### src/common/cop_cfg_pkg.sv
// Co-processor configuration
// Register file geometry and random number generator constants
package cop_cfg_pkg;

    localparam int COP_NREGS   = 16; // Number of CPRs
    localparam int COP_XLEN    = 32; // Data path width
    localparam int COP_RADDR_W = 4;  // CPR address width

    // Galois feedback for x^32+x^22+x^2+x+1, shifting left
    localparam logic [31:0] LFSR_TAPS = 32'h0040_0007;

    // Reset state, any nonzero value
    localparam logic [31:0] LFSR_SEED = 32'hACE1_2468;

endpackage

### src/common/cop_isa_pkg.sv
// Co-processor instruction set definitions
// Opcodes, instruction classes, pack widths, result codes and the
// bit positions of every field in the 32-bit encoding
package cop_isa_pkg;

    // Funct field, bits 31:27
    typedef enum logic [4:0] {
        OP_MV2GPR = 5'd0,  // CPR to GPR move
        OP_MV2COP = 5'd1,  // GPR to CPR move
        OP_ADD    = 5'd2,  // Packed add
        OP_SUB    = 5'd3,  // Packed subtract
        OP_SLL    = 5'd4,  // Packed shift left
        OP_SRL    = 5'd5,  // Packed shift right
        OP_ROT    = 5'd6,  // Packed rotate right
        OP_XOR    = 5'd7,
        OP_AND    = 5'd8,
        OP_OR     = 5'd9,
        OP_RSEED  = 5'd10, // Seed the LFSR
        OP_RSAMP  = 5'd11  // Sample the LFSR
    } cop_op_t;

    typedef enum logic [1:0] {
        CLASS_MOVE    = 2'd0,
        CLASS_ARITH   = 2'd1,
        CLASS_BITWISE = 2'd2,
        CLASS_RANDOM  = 2'd3
    } cop_class_t;

    // Pack width, bits 26:25
    typedef enum logic [1:0] {
        PW_32 = 2'd0,
        PW_16 = 2'd1,
        PW_8  = 2'd2
    } cop_pw_t;

    typedef enum logic [2:0] {
        RES_SUCCESS = 3'd0,
        RES_BAD_INS = 3'd1
    } cop_result_t;

    localparam logic [6:0] COP_OPCODE    = 7'h2B; // custom-1 major opcode
    localparam logic [1:0] COP_PW_RSVD   = 2'b11; // Reserved pack width
    localparam int         COP_ZERO_BIT  = 7;     // Must be clear
    localparam int         COP_CRD_LSB   = 8;
    localparam int         COP_CRS1_LSB  = 12;
    localparam int         COP_CRS2_LSB  = 16;
    localparam int         COP_IMM_LSB   = 20;    // Also GPR rd
    localparam int         COP_PW_LSB    = 25;
    localparam int         COP_FUNCT_LSB = 27;

endpackage

### src/hdl/cop_idecode.sv
// Co-processor instruction decoder
// Splits the 32-bit encoding into operation, class, pack width and
// register fields. Flags unknown functs, a foreign major opcode and
// the reserved pack width on lane arithmetic as illegal.
`timescale 1ns/1ps

module cop_idecode
    import cop_isa_pkg::*;
    import cop_cfg_pkg::*;
(
    input  logic [31:0]            insn_enc,
    output cop_op_t                op,
    output cop_class_t             iclass,
    output cop_pw_t                pw,
    output logic [COP_RADDR_W-1:0] crd,
    output logic [COP_RADDR_W-1:0] crs1,
    output logic [COP_RADDR_W-1:0] crs2,
    output logic [4:0]             imm5,
    output logic                   illegal
);

    logic known;    // Funct maps to an operation
    logic bad_pw;   // Reserved pack width present
    logic bad_major; // Not our opcode space

    assign op   = cop_op_t'(insn_enc[COP_FUNCT_LSB +: 5]);
    assign pw   = cop_pw_t'(insn_enc[COP_PW_LSB +: 2]);
    assign crd  = insn_enc[COP_CRD_LSB +: COP_RADDR_W];
    assign crs1 = insn_enc[COP_CRS1_LSB +: COP_RADDR_W];
    assign crs2 = insn_enc[COP_CRS2_LSB +: COP_RADDR_W];
    assign imm5 = insn_enc[COP_IMM_LSB +: 5];

    always_comb begin
        known  = 1'b1;
        iclass = CLASS_MOVE;
        case (op)
            OP_MV2GPR, OP_MV2COP:                  iclass = CLASS_MOVE;
            OP_ADD, OP_SUB, OP_SLL, OP_SRL, OP_ROT: iclass = CLASS_ARITH;
            OP_XOR, OP_AND, OP_OR:                 iclass = CLASS_BITWISE;
            OP_RSEED, OP_RSAMP:                    iclass = CLASS_RANDOM;
            default:                               known  = 1'b0;
        endcase
    end

    assign bad_major = (insn_enc[6:0] != COP_OPCODE) || insn_enc[COP_ZERO_BIT];
    assign bad_pw    = (iclass == CLASS_ARITH) && (insn_enc[COP_PW_LSB +: 2] == COP_PW_RSVD);
    assign illegal   = bad_major || !known || bad_pw;

endmodule

### config.mk
export PLATFORM = sky130hd
export DESIGN_NAME = cop_idecode
export DESIGN_NICKNAME = d
export VERILOG_FILES = /design/src/common/cop_cfg_pkg.sv /design/src/common/cop_isa_pkg.sv /design/src/hdl/cop_idecode.sv
export SDC_FILE = /design/constraint.sdc
export NUM_CORES = 1
export LEC_CHECK = 0
export BUFFER_PORTS_ARGS = -buffer_cell sky130_fd_sc_hd__buf_2
export CAP_MARGIN = 5
export CORE_AREA = 2 2 39 41
export DETAILED_ROUTE_END_ITERATION = 10
export DIE_AREA = 0 0 41 43
export PLACE_DENSITY = 0.82
export SYNTH_ARGS = -nofsm -noshare
export SYNTH_HDL_FRONTEND = slang
export SYNTH_SLANG_ARGS = --single-unit
### constraint.sdc
create_clock -name vclk -period 1.2
set_clock_uncertainty 0.05 [all_clocks]
set_input_delay 0.12 -clock vclk [all_inputs]
set_output_delay 0.12 -clock vclk [all_outputs]
set_load 0.005 [all_outputs]
Word level (Yosys, flattened, before mapping)
Cells that the tools add are included.
- register bits: 0
- input bits: 32
- output and inout bits: 27
- logic and storage cells: 26
- equal/unequal tests: 14
- muxes and demuxes: 2
- reduce and logical (&&, ||, !) cells: 10
- operators by type and width (operator ; count):
    == test 5 x 3 -> 1 bit (second input constant) ; 4
    == test 5 x 4 -> 1 bit (second input constant) ; 4
    OR reduction 12 bit ; 1
    == test 5 x 2 -> 1 bit (second input constant) ; 2
    inequality test 7 x 6 -> 1 bit (second input constant) ; 1
    one-hot mux 2 bit (3 select lines) ; 1
    == test 5 x 1 -> 1 bit (second input constant) ; 1
    logical NOT 5 bit ; 1
    OR reduction 5 bit ; 1
    logical OR 1 bit ; 3
    OR reduction 3 bit ; 1
    == test 2 x 1 -> 1 bit (second input constant) ; 1
    == test 2 bit (second input constant) ; 1
    OR reduction 2 bit ; 1
    logical AND 1 bit ; 1
    logical NOT 1 bit ; 1
    2-to-1 mux 1 bit ; 1

Depth between registers and ports, before layout
- depth in word-level cells: 6
- mapped depth: 3
- mapped depth without buffers: 3

Worst setup path after synthesis
OpenSTA, ideal clock, no wires.
- path kind: input port to output port
- start point: input port insn_enc[4]
- end point: output port illegal
- arrival: 748 ps
- data required time: 1030 ps
- path slack: 282 ps
- cell stages on the path: 3
- path buffers: 0
- path through: nor4b_2 -> nand4b_1 -> a211o_1
- cells in the longest elaborated chain, start to end: 4
- ends and longest elaborated chain (item ; line ; text):
    start, declared ; cop_idecode.sv:11 ; input logic [31:0] insn_enc,
    inequality test 7 x 6 -> 1 bit ; cop_idecode.sv:45 ; assign bad_major = (insn_enc[6:0] != COP_OPCODE) || insn_enc[COP_ZERO_BIT];
    logical OR 1 bit ; cop_idecode.sv:45 ;
    logical OR 1 bit (2 in series) ; cop_idecode.sv:47 ; assign illegal = bad_major || !known || bad_pw;
    end, declared ; cop_idecode.sv:19 ; output logic illegal
No other way between the ends.

Worst setup path after layout
- start point: input port insn_enc[6]
- end point: output port illegal
The elaborated chain is that of the path after synthesis.

==> run summary <==
Status -> finished, final reports clean
DR vias -> 213
Worst path required time -> 1.03 ns
Final slew viol count -> 0
Type of the most critical hold path -> in2out
Max Freq -> 860.1 MHz
Post-synthesis average cell area -> 7.372 um^2
Die W -> 41 um
Worst VDD drop -> 0.02616 mV
Area growth, synth to finish -> -9.633%
Top Ports -> 59
Startpoint types -> input pin
Synth area leaders -> buf_4 (66%), nor4b_2 (5.5%), mux2_2 (4.1%)
Core ar. -> 1384 um^2
Placed cell areas -> 237.7 um^2
Row count -> 14
Syn nets -> 69
Worst setup EP type -> output port
Final TNS setup -> 0 ns
Final nets -> 72
Final routed DRC violation total -> 0
Crit path max fanout -> 1
WL per Instance -> 10.17 um
Starting Density -> 0.1971
Die H -> 43 um
Post-synthesis sequential area ratio -> 0
FF+latch area -> 0 um^2
Synth warnings -> 0
Min Clock Period, post-route -> 1.163 ns
Hold EP -> crd[0]
Max-slew headroom -> 0.8767
Placer Congestion -> 0.5175
Measured slew at the worst slew-check pin -> 0.1842 ns
Gr usage total -> 0.05694
Global-route wire length before repair -> 772 um
Hold path startpoint -> insn_enc[8]
WHS Path Cells -> 0
Synth area leader -> buf_4
Die area -> 1763 um^2
Vias in the first global route -> 189
P_leak -> 0.1310 nW
IO buf count -> 25
Hold_buf cts -> 0
Post-synth cell types -> 13
Tcrit/Tclk final -> 0.9689
Share of the synthesized area in the top cell type -> 0.6606
Vias/cell -> 3.944
Final hold viol count -> 0
Final-layout clock buffer total -> 0
DR iter-0 viols -> 0
Worst hold margin -> 0.1900 ns
Ant. Diodes -> 0
Largest net degree at the start of global routing -> 7
DRT antenna net count -> 0
Arrival @ worst endpoint -> 0.99 ns
Share of cells above drive strength 1 -> 0.7105
Total gr overflow -> 0
Antenna violations before repair -> 0
Post-CTS Setup Bufs -> 0
Design area -> 246.5 um^2
Power per cell area -> 279.3 nW/um^2
FFs & Latches -> 0
Drt total wl -> 549 um
Post-synthesis cell count -> 37
Drt pass-1 iters -> 1
Max Cap Violations -> 0
Finish-stage setup viols -> 0
Mapped cell area -> 272.8 um^2
Crit path kind -> in2out
-- what timing repair did --
action,CTS,global route
setup endpoints to repair,1,1
endpoints found under the hold margin,0,0
pin swaps,3,0
gates resized for setup,0,1
-- worst max path at each step --
stage,start,end,depth (start not counted)
CTS,insn_enc[6],illegal,5
floorplan,insn_enc[4],illegal,3
finish,insn_enc[6],illegal,5
global placement,insn_enc[4],illegal,5
detailed placement,insn_enc[4],illegal,5
global route,insn_enc[6],illegal,5
-- placed cells by master, fill, tap and decap left out --
master,n
nand3_1,1
nand4b_1,1
a21oi_1,1
nand3b_1,1
nor2_1,1
nand2_1,2
mux2_2,1
a211o_1,1
buf_2,25
nor3_1,1
a21o_1,1
nor4b_4,1
o21bai_1,1
-- cell type report --
class,instances,area (um^2)
Fill cell,173,1137
Timing Repair Buffer,25,125.1
Multi-Input combinational cell,13,101.3
Tap cell,16,20.02
-- routing by layer --
layer / part of all wire / vias to the layer above / global-route usage
met2: 0.59 / 14 / 0.09688
met1: 0.27 / 94 / 0.05696
met4: 0.0036 / 0 / 0.03333
met5: 0 / - / 0
met3: 0.13 / 2 / 0.01571
li1: - / 103 / -
-- cells in the mapped netlist (all sizes together) --
cell type	instances
buf	24
nand2	2
a211o	1
a21o	1
a21oi	1
mux2	1
nand3	1
nand3b	1
nand4b	1
nor2	1
nor3	1
nor4b	1
o21bai	1
-- report_power, final --
part | switching [mW] | total, mW | internal (mW)
Clock | 0 | 0 | 0
Combinational | 0.0299 | 0.0689 | 0.0389
Sequential | 0 | 0 | 0
Total | 0.0299 | 0.0689 | 0.0389
-- through the flow --
stage | total power, mW | utilization | instances | setup slack (ns)
after floorplan | 0.08025 | - | 37 | 0.2816
after global placement | 0.06440 | 0.1718 | 54 | 0.06372
after detailed placement | 0.06567 | 0.1718 | 54 | -0.006060
after CTS | 0.06569 | 0.1718 | 54 | 0.03400
after global routing | 0.07785 | 0.1781 | 54 | -0.03338
final | 0.06885 | 0.1781 | 54 | 0.03733
-- critical path, stage by stage --
cell and delay (ns):
buf_2 0.12, nor4b_4 0.26, nand4b_1 0.12, a211o_1 0.25, buf_2 0.13
-- kinds of logic after synthesis --
logic type	after synthesis	synth area share
buffers and inverters	24	0.6605
AND/OR/NAND/NOR	8	0.1926
multiplexers	1	0.04128
AO/OA/AOI/OAI	4	0.1055
Power figures use the tool's default switching activity.
