==> src/common/cop_cfg_pkg.sv <==
// Co-processor configuration
// Register file geometry and random number generator constants
package cop_cfg_pkg;

    localparam int COP_NREGS   = 16; // Number of CPRs
    localparam int COP_XLEN    = 32; // Data path width
    localparam int COP_RADDR_W = 4;  // CPR address width

    // Galois feedback for x^32+x^22+x^2+x+1, shifting left
    localparam logic [31:0] LFSR_TAPS = 32'h0040_0007;

    // Reset state, any nonzero value
    localparam logic [31:0] LFSR_SEED = 32'hACE1_2468;

endpackage

==> src/hdl/cop_cprs.sv <==
// Co-processor register file
// 16 x 32 flop array with two asynchronous read ports and one
// byte-enabled write port. Cleared at reset.
`timescale 1ns/1ps

module cop_cprs
    import cop_cfg_pkg::*;
(
    input  logic                   g_clk,
    input  logic                   g_resetn,
    input  logic [COP_RADDR_W-1:0] rs1_addr,
    output logic [COP_XLEN-1:0]    rs1_rdata,
    input  logic [COP_RADDR_W-1:0] rs2_addr,
    output logic [COP_XLEN-1:0]    rs2_rdata,
    input  logic [COP_XLEN/8-1:0]  rd_ben,
    input  logic [COP_RADDR_W-1:0] rd_addr,
    input  logic [COP_XLEN-1:0]    rd_wdata
);

    logic [COP_XLEN-1:0] regs [COP_NREGS];

    always_ff @(posedge g_clk) begin
        if (!g_resetn) begin
            for (int i = 0; i < COP_NREGS; i++) begin
                regs[i] <= '0;
            end
        end else begin
            for (int b = 0; b < COP_XLEN/8; b++) begin
                if (rd_ben[b]) begin
                    regs[rd_addr][8*b +: 8] <= rd_wdata[8*b +: 8]; // Byte lane write
                end
            end
        end
    end

    assign rs1_rdata = regs[rs1_addr]; // Async read
    assign rs2_rdata = regs[rs2_addr];

endmodule

==> config.mk <==
export PLATFORM = sky130hd
export DESIGN_NAME = cop_cprs
export DESIGN_NICKNAME = d
export VERILOG_FILES = /design/src/common/cop_cfg_pkg.sv /design/src/hdl/cop_cprs.sv
export SDC_FILE = /design/constraint.sdc
export NUM_CORES = 1
export LEC_CHECK = 0
export ABC_CLOCK_PERIOD_IN_PS = 2200
export BUFFER_PORTS_ARGS = -buffer_cell sky130_fd_sc_hd__buf_2
export CAP_MARGIN = 25
export CELL_PAD_IN_SITES_DETAIL_PLACEMENT = 1
export CELL_PAD_IN_SITES_GLOBAL_PLACEMENT = 1
export CORE_ASPECT_RATIO = 0.5
export CORE_UTILIZATION = 30
export CTS_BUF_LIST = sky130_fd_sc_hd__clkbuf_2
export DETAILED_ROUTE_END_ITERATION = 6
export HOLD_SLACK_MARGIN = 0.06
export PLACE_DENSITY_LB_ADDON = 0.1
export SYNTH_ARGS = -nofsm -noshare
export SYNTH_HDL_FRONTEND = slang
export SYNTH_SLANG_ARGS = --single-unit
==> constraint.sdc <==
create_clock -name g_clk -period 2.2 [get_ports g_clk]
set_clock_uncertainty 0.2 [all_clocks]
set_input_delay 0.44 -clock g_clk [delete_from_list [all_inputs] [get_ports g_clk]]
set_output_delay 0.44 -clock g_clk [all_outputs]
set_load 0.005 [all_outputs]
# After elaboration in Yosys (flattened, before gate mapping)
# Memories as Yosys holds them, arrays and structs flattened.
# Index checks and enable logic that the tools add are counted.
dict set report op_classes {
  n_mux 16
  reduce_logical 1
}
# operator count
set ops {}
lappend ops {{32-bit 2-to-1 mux} 1}
lappend ops {{32-bit OR reduction} 1}
lappend ops {{1-bit 2-to-1 mux} 13}
lappend ops {{4-bit 2-to-1 mux} 2}
dict set report totals {
  input_bits 50
  elab_cells 18
  ramBits 512
  output_inout_bits 64
  reg_bits 0
  memories 1
}
# name depth width rd rd_clocked_by_memory_dff write_ports line
set mem_list {}
lappend mem_list {regs 16 32 2 0 16 cop_cprs.sv:20} ;# logic [COP_XLEN-1:0] regs [COP_NREGS];

# Depth between registers and ports, before layout
# Gate-level depths: netlist of the first run.
dict set report depth {
  word_depth 5
  ltp_mapped 5
  depth_no_buf 3
}

# Worst setup path before layout of the first run
# Ideal clock, no wire load.
dict set report synth_path {
  path_type {input-to-output}
  from {in rs1_addr[0]}
  to {out rs1_rdata[10]}
  cell_stages 5
  setup_slack_ps -76
  arrival_ps 1636
  n_path_buf 2
  cell_sequence {buf_2 -> buf_2 -> mux4_2 -> a22oi_1 -> nand2_1}
}
dict set report synth_between {
  elab_chain_len 1
}
# item line
set synth_lines {}
lappend synth_lines {{from (decl)} cop_cprs.sv:11} ;# input logic [COP_RADDR_W-1:0] rs1_addr,
lappend synth_lines {{memory 16 x 32 bit} -}
lappend synth_lines {{to (decl)} cop_cprs.sv:12} ;# output logic [COP_XLEN-1:0] rs1_rdata,
# Every way passes these cells.

==> summary.md, run 1 <==
| Metric | Value |
|---|---|
| Clock slew at reported path FFs | 0.11 ns |
| Count of buffers from port buffering | 113 |
| Worst max-slew margin expressed relative to the limit | 33.18% |
| Hold Path End | regs[1][25] |
| Failing checks | setup timing |
| Overall track demand over capacity in global routing | 21.25% |
| Crit path DAT | 2.83 ns |
| Layout cell share with drive strength beyond 1 | 42.39% |
| Largest register FFs | 512 |
| Sum of negative setup slack | -75.58 ns |
| Effective utilization at floorplan | 30.40% |
| Period minus WS final | 3.473 ns |
| Avg Inst Size Synth | 15.20 sq um |
| Violation count after the first detailed-routing iteration | 1276 |
| Global-route wire length before repair | 137.9 mm |
| WP data required | 1.56 ns |
| CTS Buffer Depth | 3 |
| Post-detailed-route wirelength per cell | 27.13 um |
| Minimum setup slack after placement | -0.5598 ns |
| Overall power after layout | 21.88 mW |
| Vias | 17910 |
| Floorplan row count | 77 |
| Count of antenna-violating nets left after detailed routing | 0 |
| Share of the core filled with cells in the final layout | 38.19% |
| Endpoints failing hold | 0 |
| Area of the core | 0.08864 sq mm |
| Post-layout instance count excluding filler cells | 3491 |
| Slew @ Worst Pin | 0.9986 ns |
| DRC violation count after routing | 0 |
| TritonCTS Sinks | 512 |
| Max Cap Viol | 0 |
| Static leakage power | 12.07 nW |
| Via count of the first global-routing pass | 19590 |
| Simple-Gate Fraction of Synth Area | 14.44% |
| Unrepaired setup endpoints after global routing | yes |
| Top flop regs | regs (512) |
| Largest net degree at the start of global routing | 32 |
| Path category of the worst min-delay check | in2reg |
| Cell area after technology mapping | 0.02695 sq mm |
| Total of fill cells in the finished design | 9135 |
| Full die area | 0.09110 sq mm |
| Main combinational cell family by area after synthesis | multiplexers |
| Unique masters post-synth | 17 |
| XOR/XNOR Fraction of Synth Area | 0% |
| Share of the cycle needed by the critical path after routing | 157.9% |
| Worst setup path class | reg2out |
| Post-synthesis sequential element count | 512 |
| Peak clock frequency supported by timing | 0.2879 GHz |
| Post-synthesis compound-gate area fraction | 4.755% |
| Pwr per Cell Area | 646.6 mW/mm^2 |
| Maximum level of the CTS H-tree | 4 |
| Max-slew violations | 0 |
| Final worst-path setup slack | -1.273 ns |
| Result of the run | finished with violations |
| Layout-stage area growth over the synthesis result | 25.61% |
| Number of setup violations in the final report | 64 |
| Adder and majority cell fraction of the synthesized area | 0% |
| Layout Nets | 2277 |
| Final weighted congestion in routability-driven placement | 0.8024 |
| Vias per inst | 5.129 |
| Post-synthesis instance total | 1773 |
| Most flop-heavy register | regs |
| Number of clock buffers inserted by TritonCTS | 132 |
| Post-route cell area | 0.03385 sq mm |
| First drt pass iteration count | 5 |
| Depth of the worst hold-timing path | 5 |
| Die extent in x | 425.8 um |
| Placed wire-length estimate after detailed placement | 64.99 mm |
| Multi-input gate area in the final layout | 0.01163 sq mm |
| Grt total ovfl | 0 |
| Clock tree from TritonCTS | yes |
| Hold slack final | 0.2703 ns |
| Maximum vdd drop | 0.2622 mV |
| DP Cell Count | 3194 |
| Multiplexer share of the synthesized area | 21.40% |
| Area after detailed placement | 0.03119 sq mm |
| Number of antenna violations at the first check in global routing | 4 |
| YS warnings | 0 |
| Highest net fanout along the worst path | 2 |
| Worst setup EP type | output port |
| FF+latch area | 0.01537 sq mm |
| Kind of start point of the critical path | flop |
| Net count after synthesis | 1823 |
| Die outline height | 213.9 um |
| Total I/O pin count | 114 |
| Hold Startpoint | g_resetn |
| Total wire length | 94.71 mm |
| Fraction of the yosys area taken by sequential cells | 57.06% |
| Library cell used as clock root buffer | sky130_fd_sc_hd__clkbuf_2 |
==> layer usage <==
metal | vias up | routed length [um] | GRT usage [%]
li1 | 7871 | - | -
met1 | 9446 | 42540 | 28.66
met4 | 0 | 2256 | 7.431
met2 | 456 | 44970 | 33.63
met3 | 134 | 4955 | 4.783
met5 | - | 0 | 0
==> cells in the final DEF, fill, tap and decap left out, types with 59 or more instances in the layout <==
cell type	synthesis	final
sky130_fd_sc_hd__and2_1	514	512
sky130_fd_sc_hd__mux4_2	256	256
sky130_fd_sc_hd__buf_4	18	204
sky130_fd_sc_hd__clkbuf_2	0	183
sky130_fd_sc_hd__o21ai_0	64	60
sky130_fd_sc_hd__buf_2	17	96
sky130_fd_sc_hd__dlygate4sd3_1	0	83
sky130_fd_sc_hd__edfxtp_1	512	512
sky130_fd_sc_hd__nor2_1	66	59
sky130_fd_sc_hd__a22oi_2	0	106
==> where the power goes <==
group / leakage, nW / switching [mW] / total, mW / internal [mW]
Combinational: 6.36 / 1.85 / 3.66 / 1.81
Sequential: 4.88 / 0.333 / 11.6 / 11.3
Clock: 0.832 / 4.18 / 6.61 / 2.42
Total: 12.1 / 6.37 / 21.9 / 15.5
==> worst max-delay path: stages (launching register included) <==
cell and delay (ns):
sky130_fd_sc_hd__edfxtp_1 0.43, sky130_fd_sc_hd__mux4_2 0.52, sky130_fd_sc_hd__a22oi_2 0.13, sky130_fd_sc_hd__buf_4 0.16, sky130_fd_sc_hd__nand2_2 0.06, sky130_fd_sc_hd__buf_6 0.12
==> cell families (layout without fill, tap and decap cells) <==
family	count (synthesis)	count (layout)
flops	512	512
other cells	0	6
buf+inv	145	672
mux	256	256
compound gates	192	192
simple gates	668	668
==> final cells by class <==
class	count	share of cell area, %
Clock inverter	24	0.4362
Sequential cell	512	45.43
Timing Repair Buffer	465	12.64
Antenna cell	6	0.04436
Multi-Input combinational cell	1116	34.36
Clock buffer	183	2.706
Tap cell	1185	4.381
==> synthesized netlist by cell type <==
master / n / share of area, %
sky130_fd_sc_hd__buf_2: 17 / 0.32
sky130_fd_sc_hd__nand4_1: 4 / 0.093
sky130_fd_sc_hd__or2_2: 1 / 0.023
sky130_fd_sc_hd__mux4_2: 256 / 21
sky130_fd_sc_hd__buf_4: 18 / 0.50
sky130_fd_sc_hd__nor2b_1: 4 / 0.093
sky130_fd_sc_hd__nor2_1: 66 / 0.92
sky130_fd_sc_hd__and2_1: 514 / 12
sky130_fd_sc_hd__buf_1: 23 / 0.32
sky130_fd_sc_hd__clkbuf_1: 87 / 1.2
sky130_fd_sc_hd__nand2b_1: 2 / 0.046
sky130_fd_sc_hd__nand4bb_1: 4 / 0.17
sky130_fd_sc_hd__nand4b_1: 8 / 0.26
sky130_fd_sc_hd__o21ai_0: 64 / 1.2
sky130_fd_sc_hd__nand2_1: 65 / 0.91
sky130_fd_sc_hd__edfxtp_1: 512 / 57
sky130_fd_sc_hd__a22oi_1: 128 / 3.6
==> worst max-delay path by stage <==
stage / startpoint / end / depth (start not counted)
2_1_floorplan: rd_addr[1] / regs[12][0] / 4
3_3_place_gp: rs1_addr[0] / rs1_rdata[22] / 7
3_5_place_dp: rs1_addr[0] / rs1_rdata[22] / 7
4_1_cts: regs[2][31] / rs2_rdata[31] / 4
5_1_grt: regs[7][6] / rs2_rdata[6] / 5
6_report: regs[7][6] / rs2_rdata[6] / 5
==> timing repair <==
action	CTS	global route
resized for setup	127	36
hold buffers	87	0
setup buffers	0	0
endpoints found under the setup margin	64	164
hold endpoints to repair	1024	0
pin swaps	82	5
Power figures use the tool's default switching activity.
==> inputs of run 2 (changes only) <==
Settings changed: ABC_CLOCK_PERIOD_IN_PS 2200 to default, CORE_ASPECT_RATIO 0.5 to 1.5.
==> summary.md, run 2 (synthesized netlist as in run 1, its figures left out) <==
| Metric | Value |
|---|---|
| Largest net degree at the start of global routing | 34 |
| Via count of the first global-routing pass | 19740 |
| Hold slack final | 0.2387 ns |
| Static leakage power | 11.87 nW |
| Placed wire-length estimate after detailed placement | 64.14 mm |
| Maximum level of the CTS H-tree | 4 |
| Highest net fanout along the worst path | 2 |
| Die outline height | 369.1 um |
| Full die area | 0.09105 sq mm |
| Overall power after layout | 22.12 mW |
| Layout-stage area growth over the synthesis result | 23.93% |
| Effective utilization at floorplan | 30.27% |
| Area after detailed placement | 0.03067 sq mm |
| Failing checks | DRC, setup timing |
| Peak clock frequency supported by timing | 0.2889 GHz |
| Layout Nets | 2219 |
| Pwr per Cell Area | 662.4 mW/mm^2 |
| Largest register FFs | 512 |
| Number of antenna violations at the first check in global routing | 1 |
| Largest stage delay, worst path | 0.50 ns |
| Number of setup violations in the final report | 87 |
| Final worst-path setup slack | -1.261 ns |
| Share of the cycle needed by the critical path after routing | 157.3% |
| Leading cell types in the layout, fill and taps excluded | sky130_fd_sc_hd__and2_1, sky130_fd_sc_hd__edfxtp_1, sky130_fd_sc_hd__mux4_2 |
| Cells traversed along the worst timing path | mux4_2 -> a22oi_2 -> nand2_2 -> buf_2 |
| First drt pass iteration count | 7 |
| Kind of start point of the critical path | flop |
| Floorplan row count | 134 |
| Vias per inst | 5.070 |
| Overall track demand over capacity in global routing | 19.66% |
| CTS Buffer Depth | 3 |
| Hold Startpoint | rd_addr[1] |
| Slew @ Worst Pin | 0.9887 ns |
| Setup repair bufs after CTS | 0 |
| Top flop regs | regs (512) |
| Vias | 17300 |
| Result of the run | finished with violations |
| Count of buffers from port buffering | 113 |
| Post-route cell area | 0.03339 sq mm |
| Total I/O pin count | 114 |
| Endpoints failing hold | 0 |
| Count of antenna-violating nets left after detailed routing | 0 |
| WP data required | 1.56 ns |
| Max-slew violations | 0 |
| Hold Path End | regs[13][28] |
| Post-layout instance count excluding filler cells | 3413 |
| Maximum vdd drop | 0.3913 mV |
| Library cell used as clock root buffer | sky130_fd_sc_hd__clkbuf_2 |
| Max Cap Viol | 0 |
| Worst setup path class | reg2out |
| Final weighted congestion in routability-driven placement | 0.7846 |
| TritonCTS Sinks | 512 |
| Area of the core | 0.08903 sq mm |
| Most flop-heavy register | regs |
| DP Cell Count | 3104 |
| Die extent in x | 246.7 um |
| Crit path DAT | 2.82 ns |
| Violation count after the first detailed-routing iteration | 812 |
| Period minus WS final | 3.461 ns |
| Unrepaired setup endpoints after global routing | yes |
| Clock tree from TritonCTS | yes |
| Depth of the worst hold-timing path | 6 |
| Total of fill cells in the finished design | 9118 |
| DRC violation count after routing | 42 |
| Worst max-slew margin expressed relative to the limit | 34.09% |
| Grt total ovfl | 0 |
| Total wire length | 87.13 mm |
| Post-detailed-route wirelength per cell | 25.53 um |
| Path category of the worst min-delay check | in2reg |
| Clock slew at reported path FFs | 0.14 ns |
| Global-route wire length before repair | 128.4 mm |
| Layout cell share with drive strength beyond 1 | 40.12% |
| Worst setup EP type | output port |
| Number of clock buffers inserted by TritonCTS | 131 |
| Critical-path top delay cell | sky130_fd_sc_hd__mux4_2 |
==> run 2: cell count changes in the layout (fill, tap and decap cells not counted), moves of 3 or more <==
cell                            change
sky130_fd_sc_hd__buf_4             -54
sky130_fd_sc_hd__a22oi_1           +17
sky130_fd_sc_hd__a22oi_2           -17
sky130_fd_sc_hd__inv_2              +7
sky130_fd_sc_hd__bufinv_16          +4
sky130_fd_sc_hd__dlygate4sd3_1      +4
sky130_fd_sc_hd__nand2_2            +4
sky130_fd_sc_hd__nand2_4            -4
sky130_fd_sc_hd__buf_6              -3
==> run 2: worst max-delay path: cells and delay by family, from the launching register on <==
kind,cells,cell delay (ns)
muxes,1,0.50
DFF,1,0.44
AOI/OAI and AO/OA,1,0.22
buffers and inverters,1,0.14
and+or+nand+nor,1,0.11
==> run 2: through the flow <==
step	util (%)	TNS (ns)	worst slack [ns]
floorplan	-	-7.094	-0.06552
global placement	34.45	-36.57	-0.4925
detailed placement	34.45	-49.20	-0.4671
CTS	37.35	-90.60	-1.488
global route	37.50	-89.09	-1.456
finish	37.51	-75.74	-1.261
==> run 2: what timing repair did <==
action                                 4_1_cts  5_1_grt
setup endpoints to repair                   64      100
endpoints found under the hold margin     1024        0
pin swaps                                   75        9
gates resized for setup                    105       33
hold buffers                                89        0
==> run 2: worst max path at each step <==
stage | startpoint | end | cells after the start
final | regs[11][28] | rs2_rdata[28] | 4
after global routing | regs[11][28] | rs2_rdata[28] | 4
after CTS | regs[11][28] | rs1_rdata[28] | 4
after detailed placement | rs1_addr[0] | rs1_rdata[13] | 7
after global placement | rs2_addr[0] | rs2_rdata[16] | 7
after floorplan | rd_addr[1] | regs[12][0] | 4
==> run 2: layout make-up <==
cell class	count	area [sq um]	area share, %
Timing Repair Buffer	408	3842	11.51
Clock inverter	35	292.8	0.8768
Antenna cell	4	10.01	0.02997
Clock buffer	182	910.9	2.728
Tap cell	1156	1446	4.331
Multi-Input combinational cell	1116	11520	34.49
Sequential cell	512	15370	46.04
==> run 2: power breakdown <==
part           leakage, nW  internal, mW  switching (mW)  total [mW]
registers             4.88          11.3           0.305        11.6
logic                 6.08          1.71            1.69        3.40
clock network        0.912          2.91            4.23        7.14
==> run 2: per-layer routing <==
metal	global-route usage [%]	wire length (um)
met5	0	0
met1	21.20	32300
met4	6.303	2229
met3	3.888	3247
met2	37.69	49360
