[src/common/cop_cfg_pkg.sv]
// Co-processor configuration
// Register file geometry and random number generator constants
package cop_cfg_pkg;

    localparam int COP_NREGS   = 16; // Number of CPRs
    localparam int COP_XLEN    = 32; // Data path width
    localparam int COP_RADDR_W = 4;  // CPR address width

    // Galois feedback for x^32+x^22+x^2+x+1, shifting left
    localparam logic [31:0] LFSR_TAPS = 32'h0040_0007;

    // Reset state, any nonzero value
    localparam logic [31:0] LFSR_SEED = 32'hACE1_2468;

endpackage

[src/common/cop_isa_pkg.sv]
// Co-processor instruction set definitions
// Opcodes, instruction classes, pack widths, result codes and the
// bit positions of every field in the 32-bit encoding
package cop_isa_pkg;

    // Funct field, bits 31:27
    typedef enum logic [4:0] {
        OP_MV2GPR = 5'd0,  // CPR to GPR move
        OP_MV2COP = 5'd1,  // GPR to CPR move
        OP_ADD    = 5'd2,  // Packed add
        OP_SUB    = 5'd3,  // Packed subtract
        OP_SLL    = 5'd4,  // Packed shift left
        OP_SRL    = 5'd5,  // Packed shift right
        OP_ROT    = 5'd6,  // Packed rotate right
        OP_XOR    = 5'd7,
        OP_AND    = 5'd8,
        OP_OR     = 5'd9,
        OP_RSEED  = 5'd10, // Seed the LFSR
        OP_RSAMP  = 5'd11  // Sample the LFSR
    } cop_op_t;

    typedef enum logic [1:0] {
        CLASS_MOVE    = 2'd0,
        CLASS_ARITH   = 2'd1,
        CLASS_BITWISE = 2'd2,
        CLASS_RANDOM  = 2'd3
    } cop_class_t;

    // Pack width, bits 26:25
    typedef enum logic [1:0] {
        PW_32 = 2'd0,
        PW_16 = 2'd1,
        PW_8  = 2'd2
    } cop_pw_t;

    typedef enum logic [2:0] {
        RES_SUCCESS = 3'd0,
        RES_BAD_INS = 3'd1
    } cop_result_t;

    localparam logic [6:0] COP_OPCODE    = 7'h2B; // custom-1 major opcode
    localparam logic [1:0] COP_PW_RSVD   = 2'b11; // Reserved pack width
    localparam int         COP_ZERO_BIT  = 7;     // Must be clear
    localparam int         COP_CRD_LSB   = 8;
    localparam int         COP_CRS1_LSB  = 12;
    localparam int         COP_CRS2_LSB  = 16;
    localparam int         COP_IMM_LSB   = 20;    // Also GPR rd
    localparam int         COP_PW_LSB    = 25;
    localparam int         COP_FUNCT_LSB = 27;

endpackage

[src/hdl/cop_rng.sv]
// Random number unit
// 32-bit Galois LFSR. Seed loads the CPU value, sample steps the
// register once and writes the new state to the CPR file.
// Done follows the issue by one cycle.
`timescale 1ns/1ps

module cop_rng
    import cop_isa_pkg::*;
    import cop_cfg_pkg::*;
(
    input  logic                  g_clk,
    input  logic                  g_resetn,
    input  logic                  rng_ivalid,
    input  cop_op_t               op,
    input  logic [COP_XLEN-1:0]   gpr_rs1,
    output logic                  rng_idone,
    output logic [COP_XLEN/8-1:0] rng_ben,
    output logic [COP_XLEN-1:0]   rng_wdata
);

    logic [31:0] lfsr;
    logic [31:0] lfsr_nxt;
    logic        samp_q; // Sample result pending

    assign lfsr_nxt = {lfsr[30:0], 1'b0} ^ (lfsr[31] ? LFSR_TAPS : 32'h0);

    always_ff @(posedge g_clk) begin
        if (!g_resetn) begin
            lfsr      <= LFSR_SEED;
            rng_idone <= 1'b0;
            samp_q    <= 1'b0;
        end else begin
            rng_idone <= rng_ivalid;
            samp_q    <= rng_ivalid && (op == OP_RSAMP);
            if (rng_ivalid && op == OP_RSEED) begin
                lfsr <= (gpr_rs1 == '0) ? LFSR_SEED : gpr_rs1; // Zero would lock up
            end else if (rng_ivalid && op == OP_RSAMP) begin
                lfsr <= lfsr_nxt;
            end
        end
    end

    assign rng_ben   = {(COP_XLEN/8){samp_q}};
    assign rng_wdata = samp_q ? lfsr : '0;

    a_nonzero: assert property (@(posedge g_clk) disable iff (!g_resetn) lfsr != '0)
        else $error("rng: LFSR reached the all-zero state");

endmodule

[config.mk]
export PLATFORM = sky130hd
export DESIGN_NAME = cop_rng
export DESIGN_NICKNAME = d
export VERILOG_FILES = /design/src/common/cop_cfg_pkg.sv /design/src/common/cop_isa_pkg.sv /design/src/hdl/cop_rng.sv
export SDC_FILE = /design/constraint.sdc
export NUM_CORES = 1
export LEC_CHECK = 0
export BUFFER_PORTS_ARGS = -buffer_cell sky130_fd_sc_hd__buf_2
export CAP_MARGIN = 20
export CELL_PAD_IN_SITES_DETAIL_PLACEMENT = 1
export CELL_PAD_IN_SITES_GLOBAL_PLACEMENT = 2
export CORE_AREA = 2 2 129 68
export CTS_CLUSTER_SIZE = 25
export DETAILED_ROUTE_END_ITERATION = 10
export DIE_AREA = 0 0 131 70
export GPL_TIMING_DRIVEN = 0
export PLACE_DENSITY = 0.83
export SYNTH_ARGS = -nofsm -noshare
export SYNTH_HDL_FRONTEND = slang
export SYNTH_SLANG_ARGS = --single-unit
[constraint.sdc]
create_clock -name g_clk -period 1.3 [get_ports g_clk]
set_input_delay 0.39 -clock g_clk [delete_from_list [all_inputs] [get_ports g_clk]]
set_output_delay 0.39 -clock g_clk [all_outputs]
set_load 0.1 [all_outputs]
# [Word level (Yosys, flattened, before mapping)]
# Cells that the tools add are included.
[op_classes] eq_ne=2 n_mux=5 bitwise=1 reduce_logical=4
[ops] cell="2-to-1 mux 32 bit" n=4
[ops] cell="logical NOT 32 bit" n=1
[ops] cell="bitwise XOR 32 x 23 -> 32 bit" n=1
[ops] cell="2-to-1 mux 23 bit" n=1
[ops] cell="equality test 5 x 4 -> 1 bit (second input constant)" n=2
[ops] cell="logical AND 1 bit" n=2
[ops] cell="nonzero test 2 bit" n=1
[word_totals] regBits=34 input_bits=40

# [Depth between registers and ports, before layout]
# Gate-level depths: netlist of run 1.
[depth] depth_word=4 depth_mapped=6 mapped_depth_nobuf=4

# [Least setup slack after synthesis of run 1]
# No wires, ideal clock.
[synth_timing] kind="register -> output" start="reg samp_q" end="out rng_wdata[10]" t_arrival_ns=1.401 required_time_ns=0.910 setup_slack_ns=-0.491 path_stages_with_launch=3 n_path_buf=1 path_cell_list="dfxtp_1 > clkbuf_1 > and2_1"
[synth_via] elab_chain_cells=1
[synth_lines] element="from (decl)" line="cop_rng.sv:23" source="logic samp_q;"
[synth_lines] element="from (signal assigned)" line="cop_rng.sv:34" source="samp_q <= rng_ivalid && (op == OP_RSAMP);"
[synth_lines] element="2-to-1 mux 32 bit" line="cop_rng.sv:44" source="assign rng_wdata = samp_q ? lfsr : '0;"
[synth_lines] element="to (decl)" line="cop_rng.sv:18" source="output logic [COP_XLEN-1:0] rng_wdata"
# Every way passes these cells.

# [Worst setup path in the final report of run 1]
[layout_timing] start="reg samp_q" end="out rng_ben[1]"
[layout_lines] element="to (decl)" line="cop_rng.sv:17" source="output logic [COP_XLEN/8-1:0] rng_ben,"
# No word-level cell between the ends.

==> results.yml, run 1 <==
run_status:
  status: "finished with violations"
  violations: "negative setup slack"
floorplanning:
  fp.dieW_um: 131
  start_util: 0.248
  num_rows: 24
  pin_count: 77
  die-area_sq_um: 9170
  fp.coreArea_sq_um: 8260
  dieHeight_um: 70
hold_path:
  hp-start: "rng_ivalid"
  hp-class: "in -> reg"
  worstHoldPathCells: 2
  hold_end: "rng_idone$_SDFF_PN0_"
pwr:
  ir_drop_v: 0.000496
  power.density_nw_per_um2: 739
  p_leak_nw: 1.51
sta:
  slew_headroom: 0.538
  fmax_mhz: 631
  fin_skew_ns: 0.00202
  rsz0062_at_grt: "yes"
  period_share: 1.22
  setup_viol: 40
  hold_ws_ns: 0.340
  finalHoldViolCount: 0
  period_minus_slack_ns: 1.58
  fin_ws_ns: -0.285
  maxSlewViolCount: 0
  tightest_slew_ns: 0.694
grt:
  grt_start_max_net_pins: 11
  antenna_found_initial: 0
  grt_overflow: 0
  grt_pass1_vias: 2042
  grt_pass1_wl_um: 11800
  grt_use_total: 0.173
placement:
  place.gp.congestion: 0.789
  preCtsSetupSlack_ns: -0.545
  io_buffers: 75
  dp_hpwl_um: 5560
critical_path:
  cp-end-kind: "primary output"
  r2r-start: "lfsr[31]$_SDFFE_PN1P_"
  max_stage_delay_ns: 0.38
  required_ns: 0.91
  critical_path.max_fanout: 6
  path_cells: "buf_4 -> buf_4 -> buf_6 -> buf_12"
  slowest_stage: "dfxtp_4"
  cp_common_cell: "buf_4"
  arrival_ns: 1.19
  r2r_setup_slack_ns: 0.29
  critPathLaunchType: "flop"
  reg2reg_depth: 4
  critical_path_class: "reg -> out"
  r2r-end: "lfsr[22]$_SDFFE_PN1P_"
yosys:
  avgSynthCellArea_sq_um: 9.70
  syn_area_sq_um: 2050
  ys_seq_elements: 34
  syn_inst: 211
  yosysSeqAreaShare: 0.333
  yosys_warnings: 0
  syn_nets: 251
  synth_cell_types: 29
drt:
  drt_iter0_drc: 94
  viasPerCell: 4.54
  wl_per_cell_um: 18.2
  drtPass1Iterations: 4
  drc: 0
  wl_um: 7610
  ant_nets: 0
  vias: 1894
layout:
  antennaDiodeCount: 0
  register_area_sq_um: 686
  fin_util: 0.433
  syn2layout_area_growth_pct: 74.9
  multi_input_area_sq_um: 1390
  drive_gt1_frac: 0.613
  nFillCells: 914
  final_cell_mix: "buf_2 (37), buf_12 (36), dfxtp_1 (32)"
  final_nets: 340
  final_common_cell: "buf_2"
clock_tree:
  cts_buffers: 5
  cts_tree: "done"
  insertion_delay_ns: 0.28
  cts_hold_buf: 0
  root_buffer: "clkbuf_16"
  cts.sinks: 34
  clockBufferDepth: 2
  htreeDepth: 2
  clk_pin_slew_ns: 0.05
run:
  maxCapViolations: 0
==> through the flow <==
| step | instance area, sq um | std cells | power, mW | setup TNS [ns] |
|---|---|---|---|---|
| after floorplan | 2160 | 211 | 1.33 | -3.11 |
| final | 3580 | 417 | 2.64 | -9.03 |
| after detailed placement | 2680 | 403 | 1.48 | -22.51 |
| after global routing | 3580 | 417 | 2.75 | -10.39 |
| after global placement | 2680 | 403 | 1.47 | -20.82 |
| after CTS | 3550 | 416 | 2.66 | -9.57 |
==> worst max-delay path, delay by kind of cell (launching register included) <==
| kind | cells | cell delay, ns |
|---|---|---|
| flops | 1 | 0.38 |
| buf+inv | 4 | 0.53 |
==> worst max path at each step <==
| stage | to | startpoint | slack [ns] |
|---|---|---|---|
| 6_report | rng_ben[1] | samp_q$_SDFF_PN0_ | -0.28 |
| 3_3_place_gp | rng_wdata[22] | samp_q$_SDFF_PN0_ | -0.50 |
| 2_1_floorplan | rng_wdata[10] | samp_q$_SDFF_PN0_ | -0.15 |
| 4_1_cts | rng_wdata[26] | samp_q$_SDFF_PN0_ | -0.30 |
| 3_5_place_dp | rng_wdata[22] | samp_q$_SDFF_PN0_ | -0.54 |
| 5_1_grt | rng_wdata[25] | samp_q$_SDFF_PN0_ | -0.31 |
==> per-layer routing <==
layer / up-vias / wire, um / global-route usage
met5: - / 0 / 0
met4: 0 / 36 / 0.0248
met3: 4 / 446 / 0.0452
met2: 64 / 3110 / 0.241
met1: 904 / 4020 / 0.268
li1: 922 / - / -
==> state kept, by name (all words and copies together), names as in the netlist <==
| register | flops |
|---|---|
| lfsr | 32 |
| rng_idone | 1 |
| samp_q | 1 |
==> cell type report <==
class | instances | share of cell area
buffer | 20 | 0.0490
multi-input combinational | 153 | 0.388
sequential | 34 | 0.192
timing repair buffer | 84 | 0.291
inverter | 2 | 0.00210
clock buffer | 7 | 0.0371
tap | 117 | 0.0409
==> power breakdown <==
part	internal (mW)	total (mW)	switching, mW
sequential	1.06	1.09	0.0208
clock	0.700	1.13	0.428
combinational	0.182	0.430	0.248
total	1.95	2.64	0.697
==> Yosys cell counts (all sizes together) <==
library cell,instances,area share
and2,33,0.10
xnor2,3,0.013
nor4,8,0.028
nor2,17,0.031
and4,2,0.010
dfxtp,34,0.33
mux2i,29,0.14
nor3,1,0.0024
clkbuf,6,0.011
nor2b,2,0.011
buf,16,0.059
a21oi,2,0.0049
o2111ai,1,0.0043
nand2,18,0.033
nand3,1,0.0049
clkinv,1,0.0018
inv,1,0.0018
a211oi,17,0.10
a41oi,1,0.013
o211ai,14,0.076
and3,1,0.0055
nand4,3,0.0092
==> what timing repair did <==
| item | in CTS | in global routing |
|---|---|---|
| buffers inserted | 7 | 1 |
| endpoints found under the setup margin | 47 | 55 |
| pin swaps | 11 | 3 |
| resized for setup | 185 | 15 |
| cloned | 1 | 0 |
==> cells by family after synthesis <==
logic type | after synthesis | share of synthesized area
simple gates | 86 | 0.236
compound gates | 35 | 0.202
flops | 34 | 0.333
mux | 29 | 0.142
buf+inv | 24 | 0.0740
xor+xnor | 3 | 0.0128
Note: power is estimated with default switching activity, not from simulation.
==> run 2, diff against run 1 <==
--- a/config.mk
+++ b/config.mk
@@ -18,3 +18,4 @@
 export SYNTH_ARGS = -nofsm -noshare
 export SYNTH_HDL_FRONTEND = slang
 export SYNTH_SLANG_ARGS = --single-unit
+export TNS_END_PERCENT = 30
==> run 2 against run 1 <==
Net effect:
- the run still ends with negative setup slack left
- setup slack improved by 0.013 ns
- global-route usage fell by 1.5 points
- clock-buffer cell count did not move
- final cell count fell by 1.4%
- design area fell by 2.2%
- hold slack got worse by 0.0037 ns
- combinational power fell by 5.3%
==> results.yml, run 2 (synthesis results as in run 1) <==
layout:
  register_area_sq_um: 686
  drive_gt1_frac: 0.605
  final_common_cell: "buf_2"
  multi_input_area_sq_um: 1380
  nFillCells: 893
  top_regs: "lfsr (32), rng_idone (1), samp_q (1)"
  syn2layout_area_growth_pct: 70.9
  final_area_sq_um: 3500
  final_cell_mix: "buf_2 (39), buf_12 (36), dfxtp_1 (32)"
  stdcell_count: 411
  top_register: "lfsr"
  antennaDiodeCount: 0
  largest_reg_flops: 32
  final_nets: 333
clock_tree:
  insertion_delay_ns: 0.28
  cts.sinks: 34
  htreeDepth: 2
  clockBufferDepth: 2
  cts_buffers: 5
  clk_pin_slew_ns: 0.06
  root_buffer: "clkbuf_16"
  cts_tree: "done"
  cts_hold_buf: 0
drt:
  wl_per_cell_um: 17.2
  wl_um: 7050
  viasPerCell: 4.63
  ant_nets: 0
  drt_iter0_drc: 58
  drtPass1Iterations: 4
  vias: 1901
  drc: 0
placement:
  place.gp.congestion: 0.770
  preCtsSetupSlack_ns: -0.520
  dpl.cell_count: 403
  dp_hpwl_um: 5460
  io_buffers: 75
  place_area_sq_um: 2620
sta:
  period_minus_slack_ns: 1.57
  fin_ws_ns: -0.272
  finalHoldViolCount: 0
  rsz0062_at_grt: "yes"
  period_share: 1.21
  fin_skew_ns: 0.00412
  fmax_mhz: 636
  maxSlewViolCount: 0
  tightest_slew_ns: 0.827
  slew_headroom: 0.449
  setup_viol: 36
  setup_tns_ns: -8.82
critical_path:
  required_ns: 0.91
  critical_path.max_fanout: 10
  critical_path_class: "reg -> out"
  arrival_ns: 1.18
  reg2reg_depth: 4
  critPathLaunchType: "flop"
  cp-end-kind: "primary output"
grt:
  grt_pass1_wl_um: 11200
  grt_pass1_vias: 2078
  grt_use_total: 0.158
  grt_start_max_net_pins: 11
  grt_overflow: 0
  antenna_found_initial: 0
pwr:
  ir_drop_v: 0.000416
  power.density_nw_per_um2: 768
  p_leak_nw: 1.46
  total_power_mw: 2.68
hold_path:
  worstHoldPathCells: 2
  hp-class: "in -> reg"
floorplanning:
  num_rows: 24
  fp.dieW_um: 131
  dieHeight_um: 70
  fp.coreArea_sq_um: 8260
  die-area_sq_um: 9170
  pin_count: 77
  start_util: 0.248
run_status:
  status: "finished with violations"
  violations: "negative setup slack"
run:
  maxCapViolations: 0
-- run 2: changes by cell type in the layout (fill, tap and decap cells not counted), sizes merged --
cell,previous run,this run
clkinv,1,2
clkbuf,10,9
buf,101,95
-- run 2: per-layer routing --
metal / part of all wire / GRT usage / vias up
met5: 0 / 0 / -
met2: 0.42 / 0.234 / 49
li1: - / - / 913
met1: 0.53 / 0.235 / 934
met4: 0.0054 / 0.0284 / 0
met3: 0.051 / 0.0352 / 5
-- run 2: metrics by stage --
stage               hold WS (ns)   util
floorplan                  0.440      -
global placement           0.467  0.318
detailed placement         0.476  0.318
CTS                        0.340  0.415
global route               0.346  0.423
finish                     0.336  0.423
-- run 2: what timing repair did --
| item | CTS | global route |
|---|---|---|
| endpoints found under the setup margin | 48 | 46 |
| pin swaps | 9 | 1 |
| buffers inserted | 0 | 1 |
| gates resized for setup | 173 | 23 |
-- run 2: final cells by class --
class,instances,area share
Multi-Input combinational cell,153,0.395
Timing Repair Buffer,76,0.271
Sequential cell,34,0.196
Buffer,21,0.0512
Tap cell,117,0.0419
Clock buffer,7,0.0408
Inverter,2,0.00215
Clock inverter,1,0.00143
-- run 2: final timing paths --
kind | startpoint | end | slack, ns
max | samp_q$_SDFF_PN0_ | rng_wdata[27] | -0.27
min | rng_ivalid | rng_idone$_SDFF_PN0_ | 0.34
max reg2reg | lfsr[31]$_SDFFE_PN1P_ | lfsr[2]$_SDFFE_PN0P_ | 0.33
min reg2reg | lfsr[1]$_SDFFE_PN0P_ | lfsr[1]$_SDFFE_PN0P_ | 0.49
-- run 2: worst max-delay path: stages, from the launching register on --
cell,delay (ns)
dfxtp_4,0.39
buf_8,0.15
and2_2,0.20
buf_12,0.16
-- run 2: power by group --
part	leakage [nW]	switching, mW	internal [mW]	total (mW)
Clock	0.0739	0.435	0.759	1.19
Sequential	0.276	0.0196	1.06	1.08
Combinational	1.11	0.242	0.164	0.407
Total	1.46	0.696	1.99	2.68
